### src/spi_cmd_defs.svh
`ifndef SPI_CMD_DEFS_SVH
`define SPI_CMD_DEFS_SVH

// scratch RAM address width, 256 bytes
`define RAM_AW 8

// number of GPIO pins
`define GPIO_W 4

// reply for a byte that has no defined answer
`define FILL_BYTE 8'h21

// every reply while in the error state
`define ERR_BYTE 8'hFF

// ack is opcode plus this
`define ACK_BASE 8'h11

`endif

### src/spi_cmd_pkg.sv
package spi_cmd_pkg;

  `include "spi_cmd_defs.svh"

  typedef enum logic [7:0] {
    op_echo      = 8'h11,
    op_ram_write = 8'h12,
    op_ram_read  = 8'h13,
    op_gpio_dir  = 8'h14,
    op_gpio_data = 8'h15
  } cmd_opcode_t;

  typedef enum logic [3:0] {
    st_idle,
    st_start,
    st_err,
    st_echo,
    st_wr_addr,
    st_wr_data,
    st_rd_addr,
    st_rd_data,
    st_gpio_dir,
    st_gpio_data
  } cmd_state_t;

  // synchronized SPI pins, select already active high
  typedef struct packed {
    logic select;
    logic mclk_rise;
    logic mclk_fall;
  } spi_pins_t;

  typedef struct packed {
    logic [7:0] data;
    logic       done; // one cycle per received byte
  } spi_byte_t;

  typedef struct packed {
    logic [`GPIO_W-1:0] dir; // 1 = output
    logic [`GPIO_W-1:0] out;
    logic               load_dir;
    logic               load_out;
  } gpio_ctrl_t;

endpackage

### src/spi_pin_sync.sv
`timescale 1ns/10ps

module spi_pin_sync (
  input  logic                   clk,
  input  logic                   rst,
  input  logic                   mselect,
  input  logic                   mclk,
  input  logic                   mosi,
  output spi_cmd_pkg::spi_pins_t pins,
  output logic                   mosi_s
);

  logic [1:0] sel_sr;    // still active low here
  logic [2:0] mclk_sr;   // third stage only for edge detect
  logic       mosi_meta;

  always_ff @(posedge clk) begin
    if (rst) begin
      sel_sr    <= 2'b11; // deselected
      mclk_sr   <= 3'b000;
      mosi_meta <= 1'b0;
      mosi_s    <= 1'b0;
    end else begin
      sel_sr    <= {sel_sr[0], mselect};
      mclk_sr   <= {mclk_sr[1:0], mclk};
      mosi_meta <= mosi;
      mosi_s    <= mosi_meta;
    end
  end

  assign pins.select    = ~sel_sr[1];
  assign pins.mclk_rise = mclk_sr[1] & ~mclk_sr[2];
  assign pins.mclk_fall = ~mclk_sr[1] & mclk_sr[2];

  // edge strobes must be exclusive or the shifter double-steps
  a_edge_excl: assert property (@(posedge clk) disable iff (rst)
    !(pins.mclk_rise && pins.mclk_fall));

endmodule
### config.mk
export PLATFORM = sky130hd
export DESIGN_NAME = spi_pin_sync
export DESIGN_NICKNAME = d
export VERILOG_FILES = /design/src/spi_cmd_pkg.sv /design/src/spi_pin_sync.sv
export VERILOG_INCLUDE_DIRS = /design/src /design/src/src
export SDC_FILE = /design/constraint.sdc
export NUM_CORES = 1
export LEC_CHECK = 0
export BUFFER_PORTS_ARGS = -buffer_cell sky130_fd_sc_hd__buf_2
export CAP_MARGIN = 20
export CORE_AREA = 4 4 41 43
export CTS_CLUSTER_DIAMETER = 60
export DETAILED_ROUTE_END_ITERATION = 10
export DIE_AREA = 0 0 45 47
export PLACE_DENSITY_LB_ADDON = 0.08
export SETUP_SLACK_MARGIN = 0.3
export SYNTH_ARGS = -nofsm -noshare
export SYNTH_HDL_FRONTEND = slang
export SYNTH_SLANG_ARGS = --single-unit
export TNS_END_PERCENT = 5
### constraint.sdc
create_clock -name clk -period 0.8 [get_ports clk]
set_input_delay 0.16 -clock clk [delete_from_list [all_inputs] [get_ports clk]]
set_output_delay 0.16 -clock clk [all_outputs]
set_load 0.005 [all_outputs]
# Word-level counts from Yosys, hierarchy flattened
# Index checks and enable logic that the tools add are counted.
word_totals:
  output_inout_bits: 4
  ff_bits: 7
  elab_cells: 9
op_classes:
  bitwise: 5
op_table:
  columns: ["operator", "count"]
  rows:
  - ["$not 1->1", 3]
  - ["$and 1x1->1", 2]

# Logic depth before layout (Yosys ltp)
depth:
  ltp_word: 2
  mapped_depth: 1
  ltp_nobuf: 1

# Worst setup path before layout
# Ideal clock, no wire load.
synth_path:
  path_kind: "register to output"
  start: "reg mclk_sr[1]"
  end: "out pins[1] (netlist bit)"
  path_buffers: 0
  required_ns: 0.640
  stages_incl_launch_ff: 2
  t_arrival_ns: 0.456
  setup_slack_ns: 0.184
  path_cell_list: "dfxtp_1 > nor2b_1"
synth_rtl:
  columns: ["item", "line_no", "source"]
  rows:
  - ["start: declaration", "spi_pin_sync.sv:14", "logic [2:0] mclk_sr;"]
  - ["start signal: assignment", "spi_pin_sync.sv:25", "mclk_sr <= {mclk_sr[1:0], mclk};"]
  - ["end: declaration", "spi_pin_sync.sv:9", "output spi_cmd_pkg::spi_pins_t pins,"]

==> run summary <==
Max-cap viol count: 0
Clk_lat worst skew: 240 ps
Hold_ws: 93.0 ps
WS Path Type: flop to output port
Total number of vias: 133
Routability congestion estimate: 0.539
Slew @ Worst Pin: 150 ps
Share of cells above drive strength 1: 55.2%
Die Y: 47 um
DR pass1 iterations: 2
Port Buffers: 8
Final WL: 303 um
Fillers: 160
TritonCTS clock tree: done
Max Clock Freq: 1020 MHz
H-tree levels: 1
GRT overflow: 0
Critical path required time: 640 ps
Failing checks: negative setup slack
Clk sink count: 7
Sequential element share of the synthesized area: 70.0%
Setup_tns: -383 ps
Synth-to-layout area growth: 51.9%
DR WL met2: 95 um
DRT met1 WL: 143 um
Post-Syn Nets: 22
# nets final: 35
Avg WL per Cell: 6.89 um
Static Leak: 0.145 nW
Met3 WL: 63 um
Synth top area cells: dfxtp_1 70%, nor2b_1 22%, or2_1 6.3%
# rows: 13
Pre-CTS setup slack: 74.8 ps
Vias in the first global route: 128
Clk buf depth: 2
Initial antenna violation count: 0
Die footprint: 2120 um^2
CTS root buffer: clkbuf_4
Worst-path maximum fanout: 2
Hold Fails Final Rpt: 0
Synth area leader: dfxtp_1
Largest net degree at the start of global routing: 8
#FFs+latches synth: 7
RSZ-0062 raised after global routing: yes
Worst VDD drop: 0.000795 V
First-pass GRT wire length: 510 um
Ys flop type: dfxtp_1
Crit start category: flop
Synth unique cells: 4
EDFF count, synth: 0
Top cells by count, synth: 7 x dfxtp_1, 7 x nor2b_1, 2 x or2_1
Max-slew headroom: 90.0%
TritonCTS buffer count: 3
Drt first-iter violations: 1
Hold Path Class: input pin to flop
Post-Route Skew: 1.46 ps
Mapped Area: 200 um^2
Residual DRC: 0
Vias/cell: 3.02
Warnings, synthesis: 0
Max Slew Vio Count: 0
Tcrit/Tclk final: 122%
Status: finished, violations left
Ant. Diodes: 0
# setup viols final: 4
Synth top area share: 70.0%
Core Area: 1300 um^2
Syn Area/Cell: 11.8 um^2
Power per Cell Area: 2370 nW/um^2
Post-Syn Instances: 17
DIE WIDTH: 45 um
Ports: 9
Crit path time final: 977 ps
Final worst slack: -177 ps
Clock slew seen by the registers of the worst setup and hold paths: 50 ps
CP endpoint kind: output port
Async SR Flop Fraction: 0%
Highest Signal Layer: met3
Worst Path Arrival: 820 ps
Initial Util: 15.4%
Power Total: 0.000720 W
Antenna Nets Post-Route: 0
Total track usage: 4.20%
[flip-flops by register name, indices dropped and copies added (netlist names)]
register,cells
sel_sr,2
mosi_s,1
mclk_sr,3
mosi_meta,1
[final cells by class]
type,instances,area (um^2),area share (%)
tap,15,18.8,6.17
timing repair buffer,8,40.0,13.2
sequential,7,144,47.3
multi-input combinational,9,71.3,23.5
clock buffer,4,26.3,8.64
inverter,1,3.75,1.23
[repair_timing]
item,CTS,global route
endpoints found under the setup margin,8,8
hold buffers,0,0
pin swaps,1,1
resized for setup,2,4
buffers inserted,0,0
[cell usage in the layout (no fill, tap or decap), drive strengths merged]
cell / synthesis / layout
inv: 1 / 1
or2: 2 / 2
dfxtp: 7 / 7
clkbuf: 0 / 4
nor2b: 7 / 7
buf: 0 / 8
[per-layer routing]
layer	track usage [%]	vias to the layer above
li1	-	74
met1	4.36	50
met2	3.11	9
met3	4.21	0
met4	7.02	0
met5	0	-
[final timing paths]
path                                 start  cells past startpoint  slack (ps)         to
worst max register to register   sel_sr[0]                      1         210  sel_sr[1]
worst min-delay path               mselect                      2          90  sel_sr[0]
worst max-delay path            mclk_sr[2]                      2        -180    pins[0]
worst min register to register   sel_sr[0]                      1         410  sel_sr[1]
[power breakdown]
part | internal, W | switching, W
Combinational | 0.0000246 | 0.0000140
Sequential | 0.000366 | 0.00000507
Clock | 0.000190 | 0.000121
[through the flow]
step	area, um^2	std cells	utilization, %
after CTS	288	44	22.1
after floorplan	200	17	-
after global placement	259	40	19.9
after global routing	304	44	23.4
after detailed placement	259	40	19.9
final	304	44	23.4
[logic make-up (layout without fill, tap and decap cells)]
kind of cell	count (synthesis)	in the layout	share of synthesized area, %
buffers and inverters	1	13	1.87
DFF	7	7	70.0
and+or+nand+nor	9	9	28.1
[critical path: stages, from the launching register on]
cell and delay, ps:
dfxtp_2 340, nor2b_1 120, buf_2 110
No activity file was read; power rests on OpenSTA's default activity.
