[src/spi_cmd_defs.svh]
`ifndef SPI_CMD_DEFS_SVH
`define SPI_CMD_DEFS_SVH

// scratch RAM address width, 256 bytes
`define RAM_AW 8

// number of GPIO pins
`define GPIO_W 4

// reply for a byte that has no defined answer
`define FILL_BYTE 8'h21

// every reply while in the error state
`define ERR_BYTE 8'hFF

// ack is opcode plus this
`define ACK_BASE 8'h11

`endif

[src/spi_cmd_pkg.sv]
package spi_cmd_pkg;

  `include "spi_cmd_defs.svh"

  typedef enum logic [7:0] {
    op_echo      = 8'h11,
    op_ram_write = 8'h12,
    op_ram_read  = 8'h13,
    op_gpio_dir  = 8'h14,
    op_gpio_data = 8'h15
  } cmd_opcode_t;

  typedef enum logic [3:0] {
    st_idle,
    st_start,
    st_err,
    st_echo,
    st_wr_addr,
    st_wr_data,
    st_rd_addr,
    st_rd_data,
    st_gpio_dir,
    st_gpio_data
  } cmd_state_t;

  // synchronized SPI pins, select already active high
  typedef struct packed {
    logic select;
    logic mclk_rise;
    logic mclk_fall;
  } spi_pins_t;

  typedef struct packed {
    logic [7:0] data;
    logic       done; // one cycle per received byte
  } spi_byte_t;

  typedef struct packed {
    logic [`GPIO_W-1:0] dir; // 1 = output
    logic [`GPIO_W-1:0] out;
    logic               load_dir;
    logic               load_out;
  } gpio_ctrl_t;

endpackage

[src/spi_cmd_engine.sv]
`timescale 1ns/10ps

`include "spi_cmd_defs.svh"

module spi_cmd_engine (
  input  logic                    clk,
  input  logic                    rst,
  input  spi_cmd_pkg::spi_pins_t  pins,
  input  spi_cmd_pkg::spi_byte_t  rx,
  input  logic [`GPIO_W-1:0]      gpio_in,
  output logic [7:0]              reply,
  output spi_cmd_pkg::gpio_ctrl_t gpio_ctrl,
  output logic                    err
);

  spi_cmd_pkg::cmd_state_t  state;
  spi_cmd_pkg::cmd_opcode_t opcode;

  logic [`RAM_AW-1:0] ptr;              // shared rd/wr pointer, wraps
  logic [7:0]         ram [0:(1 << `RAM_AW)-1];
  logic               ram_we;

  assign opcode = spi_cmd_pkg::cmd_opcode_t'(rx.data);

  assign ram_we = pins.select && rx.done && (state == spi_cmd_pkg::st_wr_data);

  // scratch RAM, async read
  always_ff @(posedge clk) begin
    if (ram_we) begin
      ram[ptr] <= rx.data;
    end
  end

  always_ff @(posedge clk) begin
    if (rst) begin
      state              <= spi_cmd_pkg::st_idle;
      reply              <= `FILL_BYTE;
      ptr                <= '0;
      err                <= 1'b0;
      gpio_ctrl.load_dir <= 1'b0;
      gpio_ctrl.load_out <= 1'b0;
    end else begin
      gpio_ctrl.load_dir <= 1'b0;
      gpio_ctrl.load_out <= 1'b0;

      if (!pins.select) begin
        // frame over, wait for the next preamble
        state <= spi_cmd_pkg::st_idle;
        reply <= `FILL_BYTE;
        ptr   <= '0;
        err   <= 1'b0;
      end else if (rx.done) begin
        case (state)
          spi_cmd_pkg::st_idle: begin
            state <= spi_cmd_pkg::st_start; // preamble ignored
          end

          spi_cmd_pkg::st_start: begin
            reply <= rx.data + `ACK_BASE;
            case (opcode)
              spi_cmd_pkg::op_echo:      state <= spi_cmd_pkg::st_echo;
              spi_cmd_pkg::op_ram_write: state <= spi_cmd_pkg::st_wr_addr;
              spi_cmd_pkg::op_ram_read:  state <= spi_cmd_pkg::st_rd_addr;
              spi_cmd_pkg::op_gpio_dir:  state <= spi_cmd_pkg::st_gpio_dir;
              spi_cmd_pkg::op_gpio_data: state <= spi_cmd_pkg::st_gpio_data;
              default: begin
                // unknown opcode, stuck until deselect
                state <= spi_cmd_pkg::st_err;
                err   <= 1'b1;
                reply <= `ERR_BYTE;
              end
            endcase
          end

          spi_cmd_pkg::st_echo: begin
            reply <= rx.data;
          end

          spi_cmd_pkg::st_wr_addr: begin
            ptr   <= rx.data[`RAM_AW-1:0];
            reply <= `FILL_BYTE;
            state <= spi_cmd_pkg::st_wr_data;
          end

          spi_cmd_pkg::st_wr_data: begin
            ptr   <= ptr + 1'b1; // byte stored by ram_we
            reply <= `FILL_BYTE;
          end

          spi_cmd_pkg::st_rd_addr: begin
            // first data comes one byte later
            ptr   <= rx.data[`RAM_AW-1:0];
            reply <= `FILL_BYTE;
            state <= spi_cmd_pkg::st_rd_data;
          end

          spi_cmd_pkg::st_rd_data: begin
            reply <= ram[ptr];
            ptr   <= ptr + 1'b1;
          end

          spi_cmd_pkg::st_gpio_dir: begin
            gpio_ctrl.dir      <= rx.data[`GPIO_W-1:0];
            gpio_ctrl.load_dir <= 1'b1;
            reply              <= `FILL_BYTE;
          end

          spi_cmd_pkg::st_gpio_data: begin
            gpio_ctrl.out      <= rx.data[`GPIO_W-1:0];
            gpio_ctrl.load_out <= 1'b1;
            reply              <= {{(8-`GPIO_W){1'b0}}, gpio_in}; // pins before this write
          end

          default: begin
            reply <= `ERR_BYTE; // st_err
          end
        endcase
      end
    end
  end

  // err is its own flop, must track the state exactly
  a_err_state: assert property (@(posedge clk) disable iff (rst)
    err == (state == spi_cmd_pkg::st_err));

  a_load_excl: assert property (@(posedge clk) disable iff (rst)
    !(gpio_ctrl.load_dir && gpio_ctrl.load_out));

endmodule

[config.mk]
export PLATFORM = sky130hd
export DESIGN_NAME = spi_cmd_engine
export DESIGN_NICKNAME = d
export VERILOG_FILES = /design/src/spi_cmd_pkg.sv /design/src/spi_cmd_engine.sv
export VERILOG_INCLUDE_DIRS = /design/src /design/src/src
export SDC_FILE = /design/constraint.sdc
export NUM_CORES = 2
export LEC_CHECK = 0
export BUFFER_PORTS_ARGS = -buffer_cell sky130_fd_sc_hd__buf_2
export CAP_MARGIN = 20
export CELL_PAD_IN_SITES_DETAIL_PLACEMENT = 0
export CELL_PAD_IN_SITES_GLOBAL_PLACEMENT = 1
export CORE_MARGIN = 3
export CORE_UTILIZATION = 45
export DETAILED_ROUTE_END_ITERATION = 6
export GPL_TIMING_DRIVEN = 0
export PLACE_DENSITY_LB_ADDON = 0.1
export SLEW_MARGIN = 20
export SYNTH_ARGS = -nofsm -noshare
export SYNTH_HDL_FRONTEND = slang
export SYNTH_SLANG_ARGS = --single-unit
[constraint.sdc]
create_clock -name clk -period 2.7 [get_ports clk]
set_clock_uncertainty 0.15 [all_clocks]
set_input_delay 0.135 -clock clk [delete_from_list [all_inputs] [get_ports clk]]
set_output_delay 0.135 -clock clk [all_outputs]
set_load 0.03 [all_outputs]
* Yosys cells after proc, flatten, opt, wreduce, memory -nomap -nowiden
Memories as Yosys holds them, arrays and structs flattened. A register that Yosys moved wholly into a read port is not among the register bits. Index checks and enable logic that the tools add are counted. Widths: inputs -> output; s select.
Storage, ports and cells: latch bits 0, logic and storage cells 57, bits in registers 31, input bits 18, output and inout bits 19, memory bits (read-only) 0, bits in writable memories 2048, memories kept 1
Cells by class: bitwise logic cells 5, $mul 0, reduce and logical (&&, ||, !) cells 17, $lt $le $gt $ge 0, shift operators 0, $add $sub $neg 2, divide/modulo/power cells 0, equal/unequal tests 13, mux-type cells 11
Memories:
- ram | depth 256, bits a word 8, read ports 1, clocked after memory_dff 1, wr ports 1, line spi_cmd_engine.sv:20 | logic [7:0] ram [0:(1 << `RAM_AW)-1];
Operators by type and width (number):
- $pmux 8 s6 | 1
- $eq 8x5->1 const B | 5
- $mux 8 | 3
- $pmux 4 s5 | 1
- $eq 4x3->1 const B | 4
- $pmux 4 s4 | 1
- $pmux 8 s2 | 1
- $add 8x1->8 const B | 1
- $add 8x5->8 const B | 1
- $eq 4x4->1 const B | 2
- $reduce_and 4->1 | 2
- $reduce_and 2->1 | 3
- $reduce_or 2->1 | 3
- $not 1->1 | 5
- $reduce_or 5->1 | 1
- $eq 4x1->1 const B | 1
- $eq 4x2->1 const B | 1
- $logic_not 4->1 | 1
- $mux 1 | 4
- $reduce_bool 4->1 | 1
- $reduce_or 4->1 | 1
- $reduce_and 3->1 | 1
- $reduce_or 3->1 | 1
- $logic_and 1x1->1 | 2
- $reduce_bool 2->1 | 1

* Logic depth before layout (Yosys ltp)
word-level depth 6, gate-level depth with buffers 13, gate-level depth less buffers 9

* Worst setup path before layout
OpenSTA, ideal clock, no wires.
path kind register to register, start register state[3], end memory ram[100][0], enable pin, stages on the path, launching flop included 9, arrival 2364 ps, setup slack -184 ps, library setup time 370 ps, period minus slack after synthesis 2884 ps, required time 2180 ps, path buffers 3, cell sequence dfxtp_1 > clkbuf_1 > nor2b_1 > nand2_1 > nor3_1 > clkbuf_1 > nand3_1 > clkbuf_1 > nor2_1
Between the ends: word-level cells in the longest chain between the ends 4
RTL lines:
- from (decl) | line spi_cmd_engine.sv:16 | spi_cmd_pkg::cmd_state_t state;
- from (signal assigned) | line spi_cmd_engine.sv:36 | state <= spi_cmd_pkg::st_idle;
- from (signal assigned) | line spi_cmd_engine.sv:48 | state <= spi_cmd_pkg::st_idle;
- from (signal assigned) | line spi_cmd_engine.sv:55 | state <= spi_cmd_pkg::st_start;
- $eq 4x3->1 | line spi_cmd_engine.sv:25 | assign ram_we = pins.select && rx.done && (state == spi_cmd_pkg::st_wr_data);
- $logic_and 1x1->1 | line spi_cmd_engine.sv:25
- $mux 1 | line spi_cmd_engine.sv:29 | if (ram_we) begin
- $mux 1 (not written as such) | line spi_cmd_engine.sv:30 | ram[ptr] <= rx.data;
- to (decl) | line spi_cmd_engine.sv:20
No other way between the ends.

==> flow_summary.toml <==
[cells_and_area]
drive_gt1_frac = 0.418
final_common_cell = "edfxtp_1"
nFillCells = 13173
final_cell_area_um2 = 103000
area_delta_synth_final_pct = 26.6
mostFrequentLayoutCells = "edfxtp_1, mux4_2, clkbuf_16"
nets = 4523

[die]
num_rows = 155
fp.dieH_um = 432
start_util = 0.455
die-area_um2 = 186000
die_x_um = 432
io_pins = 37
design.core.area_um2 = 179000

[routing]
wl_per_cell_um = 48.6
first_iter_violations = 8404
ant_nets = 0
first_pass_iters = 6
vias = 47711
remaining_drc_errors = 0
viasPerCell = 6.77
wl_um = 343000

[critical_path]
critPathMaxFanout = 10
start_kind = "flip-flop"
cp-end-kind = "flip-flop"
critPathKind = "reg -> reg"
required_ns = 3.28
reg2reg_depth = 8
timing.rr.end = "reply[1]"
r2r_slack_ns = -0.92
worst-endpoint-arrival_ns = 4.21

[clock_network]
tritoncts = "built"
clock_path_buffers = 3
cts_buffers = 215
clock_latency_ns = 0.92
cts-root-buf = "clkbuf_16"
h-tree-depth = 4
clk_pin_slew_ns = 0.06
numClockSinks = 2087

[global_route]
grt_overflow = 0
grt_pass1_wl_um = 442000
grt_pass1_vias = 44226
antenna_found_initial = 36
grt_max_degree = 125
grt_use_total = 0.369

[placement]
gp_congestion = 0.997
placed_area_um2 = 86200
pre_cts_slack_ns = -2.97
portBuffers = 34
dp_hpwl_um = 217000

[sta]
period_needed_ns = 3.62
fmax_mhz = 276
final-hold-violation-count = 23
timing.final.ws_setup_ns = -0.924
tightestPinTransition_ns = 1.25
period_share = 1.34
slew_violations = 0
slew_headroom = 0.165
setup_viol = 113
holdWs_ns = -0.0287
rsz0062_at_grt = "yes"

[logic_synthesis]
ys_ff_latch = 2087
syn_nets = 3825
async_flop_share = 0
yosysSeqAreaShare = 0.765
ys_types = 63
avgSynthCellArea_um2 = 21.5
syn-cell-area_um2 = 81500
synth_edf_count = 2056
yosysWarnings = 0
synth_top_flop_cell = "edfxtp_1"
synthCells = 3799

[worst_hold_path]
holdPathStages = 5
hold_path.class = "in -> reg"
worstHoldStart = "rx[8]"
holdPathEnd = "ram[106][7]"

[pwr]
peakVddDrop_mv = 0.648
powerDensity_nw_per_um2 = 642
p_leak_nw = 31.8
power.internal_w = 0.0524
combPwrFrac = 0.016
clkPwrFrac = 0.448
p_switching_w = 0.0138
switching_share = 0.209
finalPower_w = 0.0663
p_seq_frac = 0.536

[flow_run]
maxCapViolCount = 0

[status]
violations = "negative hold slack, negative setup slack"
status = "finished, violations left"
## critical path, stage by stage (launching register included)
cell and delay [ns]:
dfxtp_1 0.56, clkbuf_4 0.41, clkbuf_4 0.46, buf_2 0.43, buf_16 0.23, a31oi_4 0.17, mux4_2 0.50, o211ai_1 0.38
nand3_1 0.15
## flip-flops by register name, summed over array words and instances (netlist names), named ones only
signal and count:
err 1, ram 2048, gpio_ctrl 10, state 4
ptr 8, reply 8
## layout make-up
| type | instances | area (µm²) | share of cell area |
|---|---|---|---|
| Sequential cell | 2087 | 62400 | 0.604 |
| Multi-Input combinational cell | 1473 | 20500 | 0.199 |
| Timing Repair Buffer | 488 | 7100 | 0.0688 |
| Clock buffer | 258 | 5610 | 0.0543 |
| Buffer | 217 | 3230 | 0.0313 |
| Tap cell | 2355 | 2950 | 0.0286 |
| Clock inverter | 144 | 1300 | 0.0126 |
| Inverter | 15 | 67.6 | 0.000655 |
| Antenna cell | 14 | 35.0 | 0.000339 |
## layer usage
layer	GRT usage	vias up	share of wire
met5	0.00651	-	0.00066
met4	0.213	9	0.067
met3	0.116	814	0.13
met2	0.536	3732	0.44
met1	0.493	25711	0.36
li1	-	17445	-
## cell usage after synthesis (4+ instances only)
master | count | area [µm²]
a21o_1 | 5 | 37.5
a221oi_1 | 4 | 35.0
buf_4 | 24 | 180
nor2_1 | 303 | 1140
buf_2 | 51 | 255
edfxtp_1 | 2056 | 61700
inv_1 | 12 | 45.0
clkbuf_1 | 94 | 353
and3_1 | 17 | 106
a311o_1 | 5 | 50.1
buf_8 | 5 | 75.1
ha_1 | 8 | 100
mux2i_1 | 84 | 841
o2111ai_1 | 4 | 35.0
dfxtp_1 | 31 | 621
nor3_1 | 29 | 145
and2_1 | 14 | 87.6
nor4_1 | 9 | 56.3
buf_1 | 16 | 60.1
mux4_2 | 565 | 12700
a211oi_1 | 15 | 113
o22ai_1 | 29 | 181
nand3_1 | 46 | 230
nor2b_1 | 16 | 100
a22oi_1 | 6 | 45.0
mux2_2 | 9 | 101
buf_6 | 33 | 372
nand2b_1 | 10 | 62.6
o21ai_0 | 33 | 165
a211o_1 | 6 | 52.6
nand4_1 | 11 | 68.8
a31oi_1 | 9 | 56.3
nand2_1 | 113 | 424
a2111oi_0 | 10 | 87.6
o211ai_1 | 5 | 37.5
o31ai_1 | 5 | 37.5
a21oi_1 | 54 | 270
o221ai_1 | 15 | 131
## worst max-delay path by stage
stage	from	endpoint	slack, ns	depth (start not counted)
after CTS	flip-flop	reply[7]	-0.76	10
after global placement	rx[1]	reply[6]	-4.49	10
final	flip-flop	reply[1]	-0.92	8
after detailed placement	flip-flop	reply[7]	-2.97	10
after floorplan	flip-flop	reply[2]	-0.06	9
after global routing	flip-flop	reply[1]	-0.78	10
## cells by family (layout without fill, tap and decap cells)
family | after synthesis | in the layout | synth area share
DFF | 2087 | 2087 | 0.765
muxes | 658 | 658 | 0.168
AOI/OAI and AO/OA | 224 | 224 | 0.0184
and+or+nand+nor | 580 | 580 | 0.0308
adders and majority gates | 8 | 8 | 0.00123
xor gates and xnor gates | 3 | 3 | 0.000322
other | 0 | 14 | 0
buffers and inverters | 239 | 1122 | 0.0168
## repair_timing
item | 4_1_cts | 5_1_grt
setup buffers | 239 | 79
cloned | 9 | 3
pin swaps | 114 | 48
gates resized for setup | 1032 | 113
hold buffers | 67 | 1
hold endpoints to repair | 1666 | 2
endpoints found under the setup margin | 2056 | 1494
## power groups by stage
stage / Sequential [W] / Clock [W] / Combinational, W
floorplan: 0.0363 / 0 / 0.0000424
detailed placement: 0.0363 / 0 / 0.000724
finish: 0.0356 / 0.0297 / 0.00104
CTS: 0.0356 / 0.0297 / 0.00102
global placement: 0.0364 / 0 / 0.000600
global route: 0.0355 / 0.0310 / 0.00107
## metrics by stage
stage / setup TNS [ns] / std cells / util / hold WS [ns]
after detailed placement: -3180.91 / 6242 / 0.481 / 0.300
after global routing: -11.30 / 7038 / 0.576 / -0.00206
after global placement: -7951.97 / 6188 / 0.473 / 0.340
after CTS: -40.65 / 6953 / 0.568 / 0.00983
after floorplan: -35.46 / 3799 / - / 0.0839
final: -15.05 / 7051 / 0.576 / -0.0287
No activity file was read; power rests on OpenSTA's default activity.
