==> src/spi_cmd_defs.svh <==
`ifndef SPI_CMD_DEFS_SVH
`define SPI_CMD_DEFS_SVH

// scratch RAM address width, 256 bytes
`define RAM_AW 8

// number of GPIO pins
`define GPIO_W 4

// reply for a byte that has no defined answer
`define FILL_BYTE 8'h21

// every reply while in the error state
`define ERR_BYTE 8'hFF

// ack is opcode plus this
`define ACK_BASE 8'h11

`endif

==> src/spi_cmd_pkg.sv <==
package spi_cmd_pkg;

  `include "spi_cmd_defs.svh"

  typedef enum logic [7:0] {
    op_echo      = 8'h11,
    op_ram_write = 8'h12,
    op_ram_read  = 8'h13,
    op_gpio_dir  = 8'h14,
    op_gpio_data = 8'h15
  } cmd_opcode_t;

  typedef enum logic [3:0] {
    st_idle,
    st_start,
    st_err,
    st_echo,
    st_wr_addr,
    st_wr_data,
    st_rd_addr,
    st_rd_data,
    st_gpio_dir,
    st_gpio_data
  } cmd_state_t;

  // synchronized SPI pins, select already active high
  typedef struct packed {
    logic select;
    logic mclk_rise;
    logic mclk_fall;
  } spi_pins_t;

  typedef struct packed {
    logic [7:0] data;
    logic       done; // one cycle per received byte
  } spi_byte_t;

  typedef struct packed {
    logic [`GPIO_W-1:0] dir; // 1 = output
    logic [`GPIO_W-1:0] out;
    logic               load_dir;
    logic               load_out;
  } gpio_ctrl_t;

endpackage

==> src/spi_byte_shifter.sv <==
`timescale 1ns/10ps

`include "spi_cmd_defs.svh"

module spi_byte_shifter (
  input  logic                   clk,
  input  logic                   rst,
  input  spi_cmd_pkg::spi_pins_t pins,
  input  logic                   mosi_s,
  input  logic [7:0]             reply,
  output spi_cmd_pkg::spi_byte_t rx,
  output logic                   miso
);

  logic [2:0] bit_cnt;
  logic [7:0] rx_sr;
  logic [7:0] tx_sr;
  logic       done_q;
  logic       load_q;    // tx reload strobe
  logic       skip_fall; // keep MSB through the fall after a reload

  // mode 0: sample on rise, change on fall
  always_ff @(posedge clk) begin
    if (pins.mclk_rise) begin
      rx_sr <= {rx_sr[6:0], mosi_s};
    end
  end

  always_ff @(posedge clk) begin
    if (rst || !pins.select) begin
      bit_cnt   <= 3'd0; // deselect drops a partial byte
      done_q    <= 1'b0;
      load_q    <= 1'b0;
      skip_fall <= 1'b0;
      tx_sr     <= `FILL_BYTE;
    end else begin
      done_q <= 1'b0;
      // engine reply settles one cycle after done, fetch it then
      load_q <= done_q;

      if (pins.mclk_rise) begin
        bit_cnt <= bit_cnt + 3'd1;
        if (bit_cnt == 3'd7) begin
          done_q <= 1'b1; // rx_sr now holds the full byte
        end
      end

      if (load_q) begin
        tx_sr     <= reply;
        skip_fall <= 1'b1;
      end else if (pins.mclk_fall) begin
        if (skip_fall) begin
          skip_fall <= 1'b0;
        end else begin
          tx_sr <= {tx_sr[6:0], 1'b0};
        end
      end
    end
  end

  assign rx   = '{data: rx_sr, done: done_q};
  assign miso = tx_sr[7];

  a_done_pulse: assert property (@(posedge clk) disable iff (rst)
    done_q |=> !done_q);

endmodule

==> config.mk <==
export PLATFORM = sky130hd
export DESIGN_NAME = spi_byte_shifter
export DESIGN_NICKNAME = d
export VERILOG_FILES = /design/src/spi_cmd_pkg.sv /design/src/spi_byte_shifter.sv
export VERILOG_INCLUDE_DIRS = /design/src /design/src/src
export SDC_FILE = /design/constraint.sdc
export NUM_CORES = 1
export LEC_CHECK = 0
export BUFFER_PORTS_ARGS = -buffer_cell sky130_fd_sc_hd__clkbuf_2
export CORE_MARGIN = 5
export CORE_UTILIZATION = 49
export DETAILED_ROUTE_END_ITERATION = 7
export PLACE_DENSITY = 0.86
export SYNTH_ARGS = -nofsm -noshare
export SYNTH_HDL_FRONTEND = slang
export SYNTH_SLANG_ARGS = --single-unit
==> constraint.sdc <==
create_clock -name clk -period 1.3 [get_ports clk]
set_input_delay 0.26 -clock clk [delete_from_list [all_inputs] [get_ports clk]]
set_output_delay 0.26 -clock clk [all_outputs]
set_load 0.02 [all_outputs]
# [Word level (Yosys, flattened, before mapping)]
# Cells that the tools add are included.
[classes] addsub=1 muxes=6 bitwise=1 n_reduce_logical=5 n_eq_ne=2
[ops] cell="2-to-1 mux 8 bit" n=3
[ops] cell="adder 3 x 1 -> 3 bit (second input constant)" n=1
[ops] cell="== test 3 bit (second input constant)" n=1
[ops] cell="2-to-1 mux 1 bit" n=3
[ops] cell="inequality test 2 bit (second input constant)" n=1
[ops] cell="AND reduction 2 bit" n=1
[ops] cell="nonzero test 2 bit" n=1
[ops] cell="OR reduction 2 bit" n=1
[ops] cell="zero test 1 bit" n=1
[ops] cell="logical OR 1 bit" n=1
[ops] cell="inverter 1 bit" n=1
[totals] register_bits=22 wordCells=21 output_inout_bits=10 in_bits=14

# [Longest topological paths before layout]
# Gate-level depths: netlist (run 1).
[depth] ltp_word=3 ltp_mapped=4 depth_no_buf=4

# [Worst setup path after synthesis (run 1)]
# No wires, ideal clock.
[synth_path] path_kind="register to register" startpoint="register skip_fall" endpoint="register tx_sr[5]" setup_slack_ps=169 path_stages_with_launch=5 arrival_time_ps=1006 n_path_buf=1 period_less_slack_ps=1131 required_time_ps=1175 setup_ps=125 cell_sequence="dfxtp_1 -> nand2b_4 -> buf_6 -> and3b_1 -> a2111o_1"
[synth_via] elab_chain_cells=2
[synth_lines] item="start, declared" line_no="spi_byte_shifter.sv:20" text="logic skip_fall;"
[synth_lines] item="start signal, assigned" line_no="spi_byte_shifter.sv:34" text="skip_fall <= 1'b0;"
[synth_lines] item="start signal, assigned" line_no="spi_byte_shifter.sv:50" text="skip_fall <= 1'b1;"
[synth_lines] item="start signal, assigned" line_no="spi_byte_shifter.sv:53" text="skip_fall <= 1'b0;"
[synth_lines] item="inequality test 2 bit (no source line)"
[synth_lines] item="AND reduction 2 bit (no source line)"
[synth_lines] item="end signal, assigned" line_no="spi_byte_shifter.sv:35" text="tx_sr <= `FILL_BYTE;"
[synth_lines] item="end signal, assigned" line_no="spi_byte_shifter.sv:49" text="tx_sr <= reply;"
[synth_lines] item="end signal, assigned" line_no="spi_byte_shifter.sv:55" text="tx_sr <= {tx_sr[6:0], 1'b0};"
[synth_lines] item="end, declared" line_no="spi_byte_shifter.sv:17" text="logic [7:0] tx_sr;"
# Every way passes these cells.
# A chain may end at the register's enable or synchronous reset.

# [Worst setup path after layout (run 1)]
[layout_path] startpoint="register rx_sr[2]" endpoint="output rx[3] in the netlist's numbering"
[layout_rtl] item="start, declared" line_no="spi_byte_shifter.sv:16" text="logic [7:0] rx_sr;"
[layout_rtl] item="start signal, assigned" line_no="spi_byte_shifter.sv:25" text="rx_sr <= {rx_sr[6:0], mosi_s};"
[layout_rtl] item="end, declared" line_no="spi_byte_shifter.sv:11" text="output spi_cmd_pkg::spi_byte_t rx,"
# No word-level cell between the ends.

==> summary.md, run 1 <==
| Metric | Value |
|---|---|
| Slew HR | `0.792` |
| Die H | `52.2 um` |
| RSZ-0062 raised after global routing | `no` |
| CTS Sinks | `22` |
| Fin. Hold Viols | `0` |
| Die area | `0.00272 sq mm` |
| Post-synth cell types | `21` |
| Total iterations of the first detailed-routing run | `4` |
| Mapped Avg Cell Area | `11.8 sq um` |
| Vias in the first global route | `577` |
| Clock skew | `0.00102 ns` |
| Hold path start | `mosi_s` |
| Layout cell share with drive strength beyond 1 | `0.374` |
| Slew at the pin closest to its max-slew limit | `0.311 ns` |
| Crit path largest cell delay | `0.43 ns` |
| Post-CTS Hold Buffers | `0` |
| Worst Hold Path Cells | `1` |
| Syn Inst Count | `74` |
| Crit path buf inv count | `1` |
| Worst r2r src | `skip_fall$_SDFFE_PP0P_` |
| Startpoint Class | `flip-flop` |
| Crit path arrival time | `0.91 ns` |
| Register area share after synthesis | `0.598` |
| Cell Chain, Critical Path | `clkbuf_2` |
| Grt total ovfl | `0` |
| Peak supply drop | `0.890 mV` |
| First-pass GRT wire length | `2510 um` |
| Syn-to-layout area delta | `21.8%` |
| Worst hold margin | `0.125 ns` |
| Setup crit end kind | `output port` |
| Antenna Nets Post-Route | `0` |
| Core Area | `0.00171 sq mm` |
| Final wirelength | `1460 um` |
| Final Max Tran Viols | `0` |
| # port buffers | `23` |
| Post-DR wirelength/cell | `11.8 um` |
| Most common cell after layout, fill and taps aside | `clkbuf_2` |
| TNS Setup | `0 ns` |
| Max Cap Viol | `0` |
| H-tree Lvls | `1` |
| Nets | `116` |
| Cells on worst reg2reg path | `3` |
| Worst hold path class | `input port to flip-flop` |
| Die W | `52.2 um` |
| Crit share post-route | `0.898` |
| # diodes | `0` |
| Clock-pin slew on the worst setup and hold paths | `0.12 ns` |
| Total number of vias | `576` |
| Most frequent cells in the layout | `clkbuf_2, dfxtp_1, inv_1, a21oi_1, edfxtp_1` |
| Worst Hold Endpoint | `rx_sr[0]$_DFFE_PP_` |
| Clk_lat worst skew | `0.30 ns` |
| Register bit count reported by yosys | `22` |
| Row cnt | `15` |
| Number of CTS-inserted buffers | `3` |
| PwrDens | `1300 mW/mm^2` |
| Tot GR Track Use | `0.129` |
| R2r endpoint | `tx_sr[6]$_SDFFE_PP0P_` |
| Fmax | `857 MHz` |
| Min cycle time layout | `1.17 ns` |
| Setup Buffers After CTS | `0` |
| Syn Nets | `90` |
| Initial Util | `0.510` |
| CTS resizes | `0` |
| Residual DRC | `0` |
| Critical Path RT | `1.04 ns` |
| Outcome | `finished clean` |
| Setup slack, reg-to-reg | `0.16 ns` |
| Yosys warns | `0` |
| DP HPWL | `1130 um` |
| CP max stage cell | `edfxtp_1` |
| Post-Syn Area | `871 sq um` |
| Leak pwr | `0.490 nW` |
| Pin count of the biggest net entering global routing | `18` |
| Num ports | `24` |
| Crit Path Category | `flip-flop to output port` |
| DR vias/cell | `4.65` |
| Drt initial violations | `8` |
| Fillers | `136` |
| Antenna violations before repair | `0` |
| Family with the most delay on the worst path | `flip-flops` |
| Max Buffers Root-to-Sink | `2` |
| CTS tree | `built` |
| Final setup violation count | `0` |
| Routability congestion estimate | `0.701` |
| Levels on crit path | `1` |
| Buffer type at the clock tree root | `clkbuf_4` |
| Crit-path max FO | `2` |
[worst max-delay path by stage]
stage	to	slack (ns)	startpoint
global route	rx[6]	0.08	rx_sr[5]$_DFFE_PP_
finish	rx[3]	0.13	rx_sr[2]$_DFFE_PP_
floorplan	tx_sr[5]$_SDFFE_PP1P_	0.17	skip_fall$_SDFFE_PP0P_
global placement	tx_sr[7]$_SDFFE_PP0P_	0.19	pins[0]
CTS	rx[6]	0.12	rx_sr[5]$_DFFE_PP_
detailed placement	tx_sr[6]$_SDFFE_PP0P_	0.17	skip_fall$_SDFFE_PP0P_
[state kept, by name, indices dropped and copies added (netlist names)]
register	cells
load_q	1
rx_sr	8
done_q	1
tx_sr	8
skip_fall	1
bit_cnt	3
[kinds of logic (layout without fill, tap and decap cells)]
family	count (synthesis)	after routing	synth area share
multiplexers	8	8	0.101
AO/OA/AOI/OAI	16	16	0.116
adder cells (fa/ha/maj)	2	2	0.0287
buffers and inverters	13	38	0.0704
AND/OR/NAND/NOR	12	12	0.0762
flip-flops	22	22	0.598
XOR/XNOR	1	1	0.0101
[metal layers]
metal / share of wire / wire length [um] / GRT usage
met4: 0.0096 / 14 / 0.0681
met2: 0.53 / 782 / 0.220
met1: 0.42 / 620 / 0.145
met5: 0 / 0 / 0
met3: 0.031 / 45 / 0.0344
[stage by stage]
stage	cell area [sq um]	setup WS [ns]	utilization	total power, mW	cells
after detailed placement	1010	0.173	0.590	0.883	120
final	1060	0.133	0.621	1.38	124
after global placement	1010	0.195	0.590	0.876	120
after global routing	1060	0.0751	0.621	1.44	124
after floorplan	871	0.169	-	0.832	74
after CTS	1060	0.121	0.621	1.39	124
[worst reg2reg max path, delay by kind of cell, from the launching register on]
family | cells | cell delay [ns]
AOI/OAI and AO/OA | 1 | 0.16
and+or+nand+nor | 1 | 0.19
DFF | 1 | 0.35
muxes | 1 | 0.35
[report_power, final]
| group | leakage [nW] | internal (mW) | switching, mW |
|---|---|---|---|
| registers | 0.192 | 0.740 | 0.0122 |
| logic | 0.270 | 0.0521 | 0.0616 |
| clock network | 0.0279 | 0.311 | 0.200 |
| total | 0.490 | 1.10 | 0.274 |
[cell usage after synthesis]
| cell type | n | area share |
|---|---|---|
| a2111o_1 | 1 | 0.013 |
| a21oi_1 | 8 | 0.046 |
| and3b_1 | 1 | 0.010 |
| buf_2 | 1 | 0.0057 |
| buf_4 | 1 | 0.0086 |
| buf_6 | 1 | 0.013 |
| clkbuf_1 | 2 | 0.0086 |
| dfxtp_1 | 14 | 0.32 |
| edfxtp_1 | 8 | 0.28 |
| ha_1 | 2 | 0.029 |
| inv_1 | 8 | 0.034 |
| mux2_2 | 6 | 0.078 |
| mux2i_1 | 2 | 0.023 |
| nand2_1 | 2 | 0.0086 |
| nand2b_1 | 1 | 0.0072 |
| nand2b_4 | 1 | 0.016 |
| nor2_1 | 6 | 0.026 |
| nor3b_1 | 1 | 0.0086 |
| o21a_1 | 6 | 0.052 |
| o21ai_0 | 1 | 0.0057 |
| xnor2_1 | 1 | 0.010 |
[layout make-up]
class,instances,area (sq um),area share
Inverter,8,30.0,0.0283
Tap cell,25,31.3,0.0295
Sequential cell,22,520,0.491
Multi-Input combinational cell,39,289,0.272
Timing Repair Buffer,26,138,0.130
Clock buffer,3,22.5,0.0212
Clock inverter,1,30.0,0.0283
(Power assumes the default switching activity.)
==> run 2: changes to the inputs <==
--- a/config.mk
+++ b/config.mk
@@ -9,6 +9,7 @@
 export BUFFER_PORTS_ARGS = -buffer_cell sky130_fd_sc_hd__clkbuf_2
 export CORE_MARGIN = 5
 export CORE_UTILIZATION = 49
+export CTS_CLUSTER_SIZE = 12
 export DETAILED_ROUTE_END_ITERATION = 7
 export PLACE_DENSITY = 0.86
 export SYNTH_ARGS = -nofsm -noshare
==> constraint.sdc (replaced) <==
create_clock -name clk -period 1.25 [get_ports clk]
set_input_delay 0.25 -clock clk [delete_from_list [all_inputs] [get_ports clk]]
set_output_delay 0.25 -clock clk [all_outputs]
set_load 0.02 [all_outputs]
==> run 2 against run 1 <==
- global-route usage grew 0.16 points
- routed wire length shrank 2.3%
- sequential share of layout area grew 0.35 points
- sequential power grew 4.0%
- worst hold slack lost 0.019 ns
- sequential cell count is the same
- clock skew is essentially flat
- clock-buffer cell count is the same
- critical path type unchanged
- via count grew 0.87%
==> summary.md, run 2 (synthesized netlist as in run 1, its figures left out) <==
| Metric | Value |
|---|---|
| Vias in the first global route | `599 (+3.8%)` |
| Crit share post-route | `0.915` |
| Family with the most delay on the worst path | `flip-flops` |
| Most frequent cells in the layout | `clkbuf_2, dfxtp_1, inv_1, a21oi_1, edfxtp_1` |
| Die H | `52.2 um (unchanged)` |
| Setup slack, reg-to-reg | `0.11 ns (-0.05 ns)` |
| Layout cell share with drive strength beyond 1 | `0.367 (-0.00639)` |
| # port buffers | `23 (unchanged)` |
| CP max stage cell | `edfxtp_1` |
| Final wirelength | `1430 um (-2.3%)` |
| Tot GR Track Use | `0.130 (+0.00160)` |
| Post-CTS Hold Buffers | `0 (unchanged)` |
| Hold path start | `mosi_s` |
| # diodes | `0 (unchanged)` |
| Number of CTS-inserted buffers | `3 (unchanged)` |
| Crit path buf inv count | `1 (unchanged)` |
| Post-DR wirelength/cell | `11.6 um (-1.5%)` |
| DP HPWL | `1080 um (-4.7%)` |
| Fillers | `140 (+2.9%)` |
| CTS tree | `built` |
| First-pass GRT wire length | `2550 um (+1.4%)` |
| PwrDens | `1360 mW/mm^2 (+4.7%)` |
| CTS Sinks | `22 (unchanged)` |
| Fmax | `874 MHz` |
| Crit path arrival time | `0.89 ns (-0.02 ns)` |
| Worst r2r src | `skip_fall$_SDFFE_PP0P_` |
| Crit. Startpoint | `rx_sr[5]$_DFFE_PP_` |
| Slew HR | `0.799 (+0.00609)` |
| Setup Buffers After CTS | `0 (unchanged)` |
| Num ports | `24 (unchanged)` |
| Cells on worst reg2reg path | `3 (unchanged)` |
| Final setup violation count | `0 (unchanged)` |
| Crit path largest cell delay | `0.41 ns (-0.02 ns)` |
| Worst hold margin | `0.106 ns (-0.0185 ns)` |
| Drt initial violations | `4 (-4)` |
| Startpoint Class | `flip-flop` |
| Core Area | `0.00171 sq mm (unchanged)` |
| TNS Setup | `0 ns (unchanged)` |
| Peak supply drop | `0.937 mV (+5.3%)` |
| Fin. Hold Viols | `0 (unchanged)` |
| Largest registers | `rx_sr (8), tx_sr (8), bit_cnt (3)` |
| Initial Util | `0.510 (unchanged)` |
| Levels on crit path | `1 (unchanged)` |
| Residual DRC | `0 (unchanged)` |
| Crit Path Category | `flip-flop to output port` |
| Min cycle time layout | `1.14 ns` |
| Cell Chain, Critical Path | `clkbuf_2` |
| Row cnt | `15 (unchanged)` |
| Die W | `52.2 um (unchanged)` |
| H-tree Lvls | `1 (unchanged)` |
| Max Cap Viol | `0 (unchanged)` |
| Most common cell after layout, fill and taps aside | `clkbuf_2` |
| Clock skew | `0.000969 ns (-0.0000507 ns)` |
| Syn-to-layout area delta | `21.0%` |
| Die area | `0.00272 sq mm (unchanged)` |
| Routability congestion estimate | `0.667 (-4.9%)` |
| Grt total ovfl | `0 (unchanged)` |
| Max Buffers Root-to-Sink | `2 (unchanged)` |
| Setup crit end kind | `output port` |
| R2r endpoint | `tx_sr[6]$_SDFFE_PP0P_` |
| Nets | `115 (-0.86%)` |
| Outcome | `finished clean` |
| Critical Path RT | `1.00 ns (-0.04 ns)` |
| Antenna Nets Post-Route | `0 (unchanged)` |
| DR vias/cell | `4.72 (+1.7%)` |
| Total iterations of the first detailed-routing run | `4 (unchanged)` |
| Slew at the pin closest to its max-slew limit | `0.302 ns (-0.00913 ns)` |
| Crit-path max FO | `2 (unchanged)` |
| Clock-pin slew on the worst setup and hold paths | `0.11 ns (about the same)` |
| Antenna violations before repair | `0 (unchanged)` |
| Crit path to | `rx[6]` |
| Final Max Tran Viols | `0 (unchanged)` |
| Total number of vias | `581 (+0.87%)` |
| Pin count of the biggest net entering global routing | `18 (unchanged)` |
| RSZ-0062 raised after global routing | `no` |
| Worst hold path class | `input port to flip-flop` |
| Buffer type at the clock tree root | `clkbuf_4` |
| Clk_lat worst skew | `0.31 ns (about the same)` |
| Leak pwr | `0.486 nW (-0.91%)` |
| CTS resizes | `0 (unchanged)` |
## run 2: worst min path at each step
stage / slack [ns] / end / depth (start not counted)
6_report: 0.11 / rx_sr[0]$_DFFE_PP_ / 1
5_1_grt: 0.09 / rx_sr[0]$_DFFE_PP_ / 1
4_1_cts: 0.09 / rx_sr[0]$_DFFE_PP_ / 1
3_5_place_dp: 0.42 / load_q$_SDFF_PP0_ / 2
3_3_place_gp: 0.42 / load_q$_SDFF_PP0_ / 2
2_1_floorplan: 0.35 / rx_sr[0]$_DFFE_PP_ / 0
## run 2: layout make-up
cell class              instances  area [sq um]  area share
clock buffers                   3          22.5      0.0214
clock inverters                 1          30.0      0.0285
inverters                       8          30.0      0.0285
multi-input cells              39           289       0.274
flip-flops and latches         22           520       0.494
well taps                      25          31.3      0.0297
repair buffers                 25           130       0.124
## run 2: power by group
group / total, mW / internal [mW] / leakage, nW / switching [mW]
combinational: 0.115 / 0.0520 / 0.266 / 0.0630
sequential: 0.782 / 0.770 / 0.192 / 0.0123
clock: 0.534 / 0.324 / 0.0279 / 0.210
total: 1.43 / 1.15 / 0.486 / 0.285
## run 2: routing by layer
metal	wire, um	vias to the layer above	GRT usage
met5	0	-	0
met4	40	0	0.0851
met3	55	5	0.0315
met2	741	11	0.222
met1	593	265	0.142
li1	-	300	-
## run 2: per-stage QoR
step                      worst slack [ns]  area (sq um)  power (mW)   util  instances
after global routing                0.0280          1050        1.50  0.617        123
after CTS                           0.0796          1050        1.46  0.617        123
after global placement               0.156          1000       0.908  0.586        119
after floorplan                      0.119           871       0.865      -         74
after detailed placement             0.112          1000       0.916  0.586        119
final                                0.106          1050        1.43  0.617        123
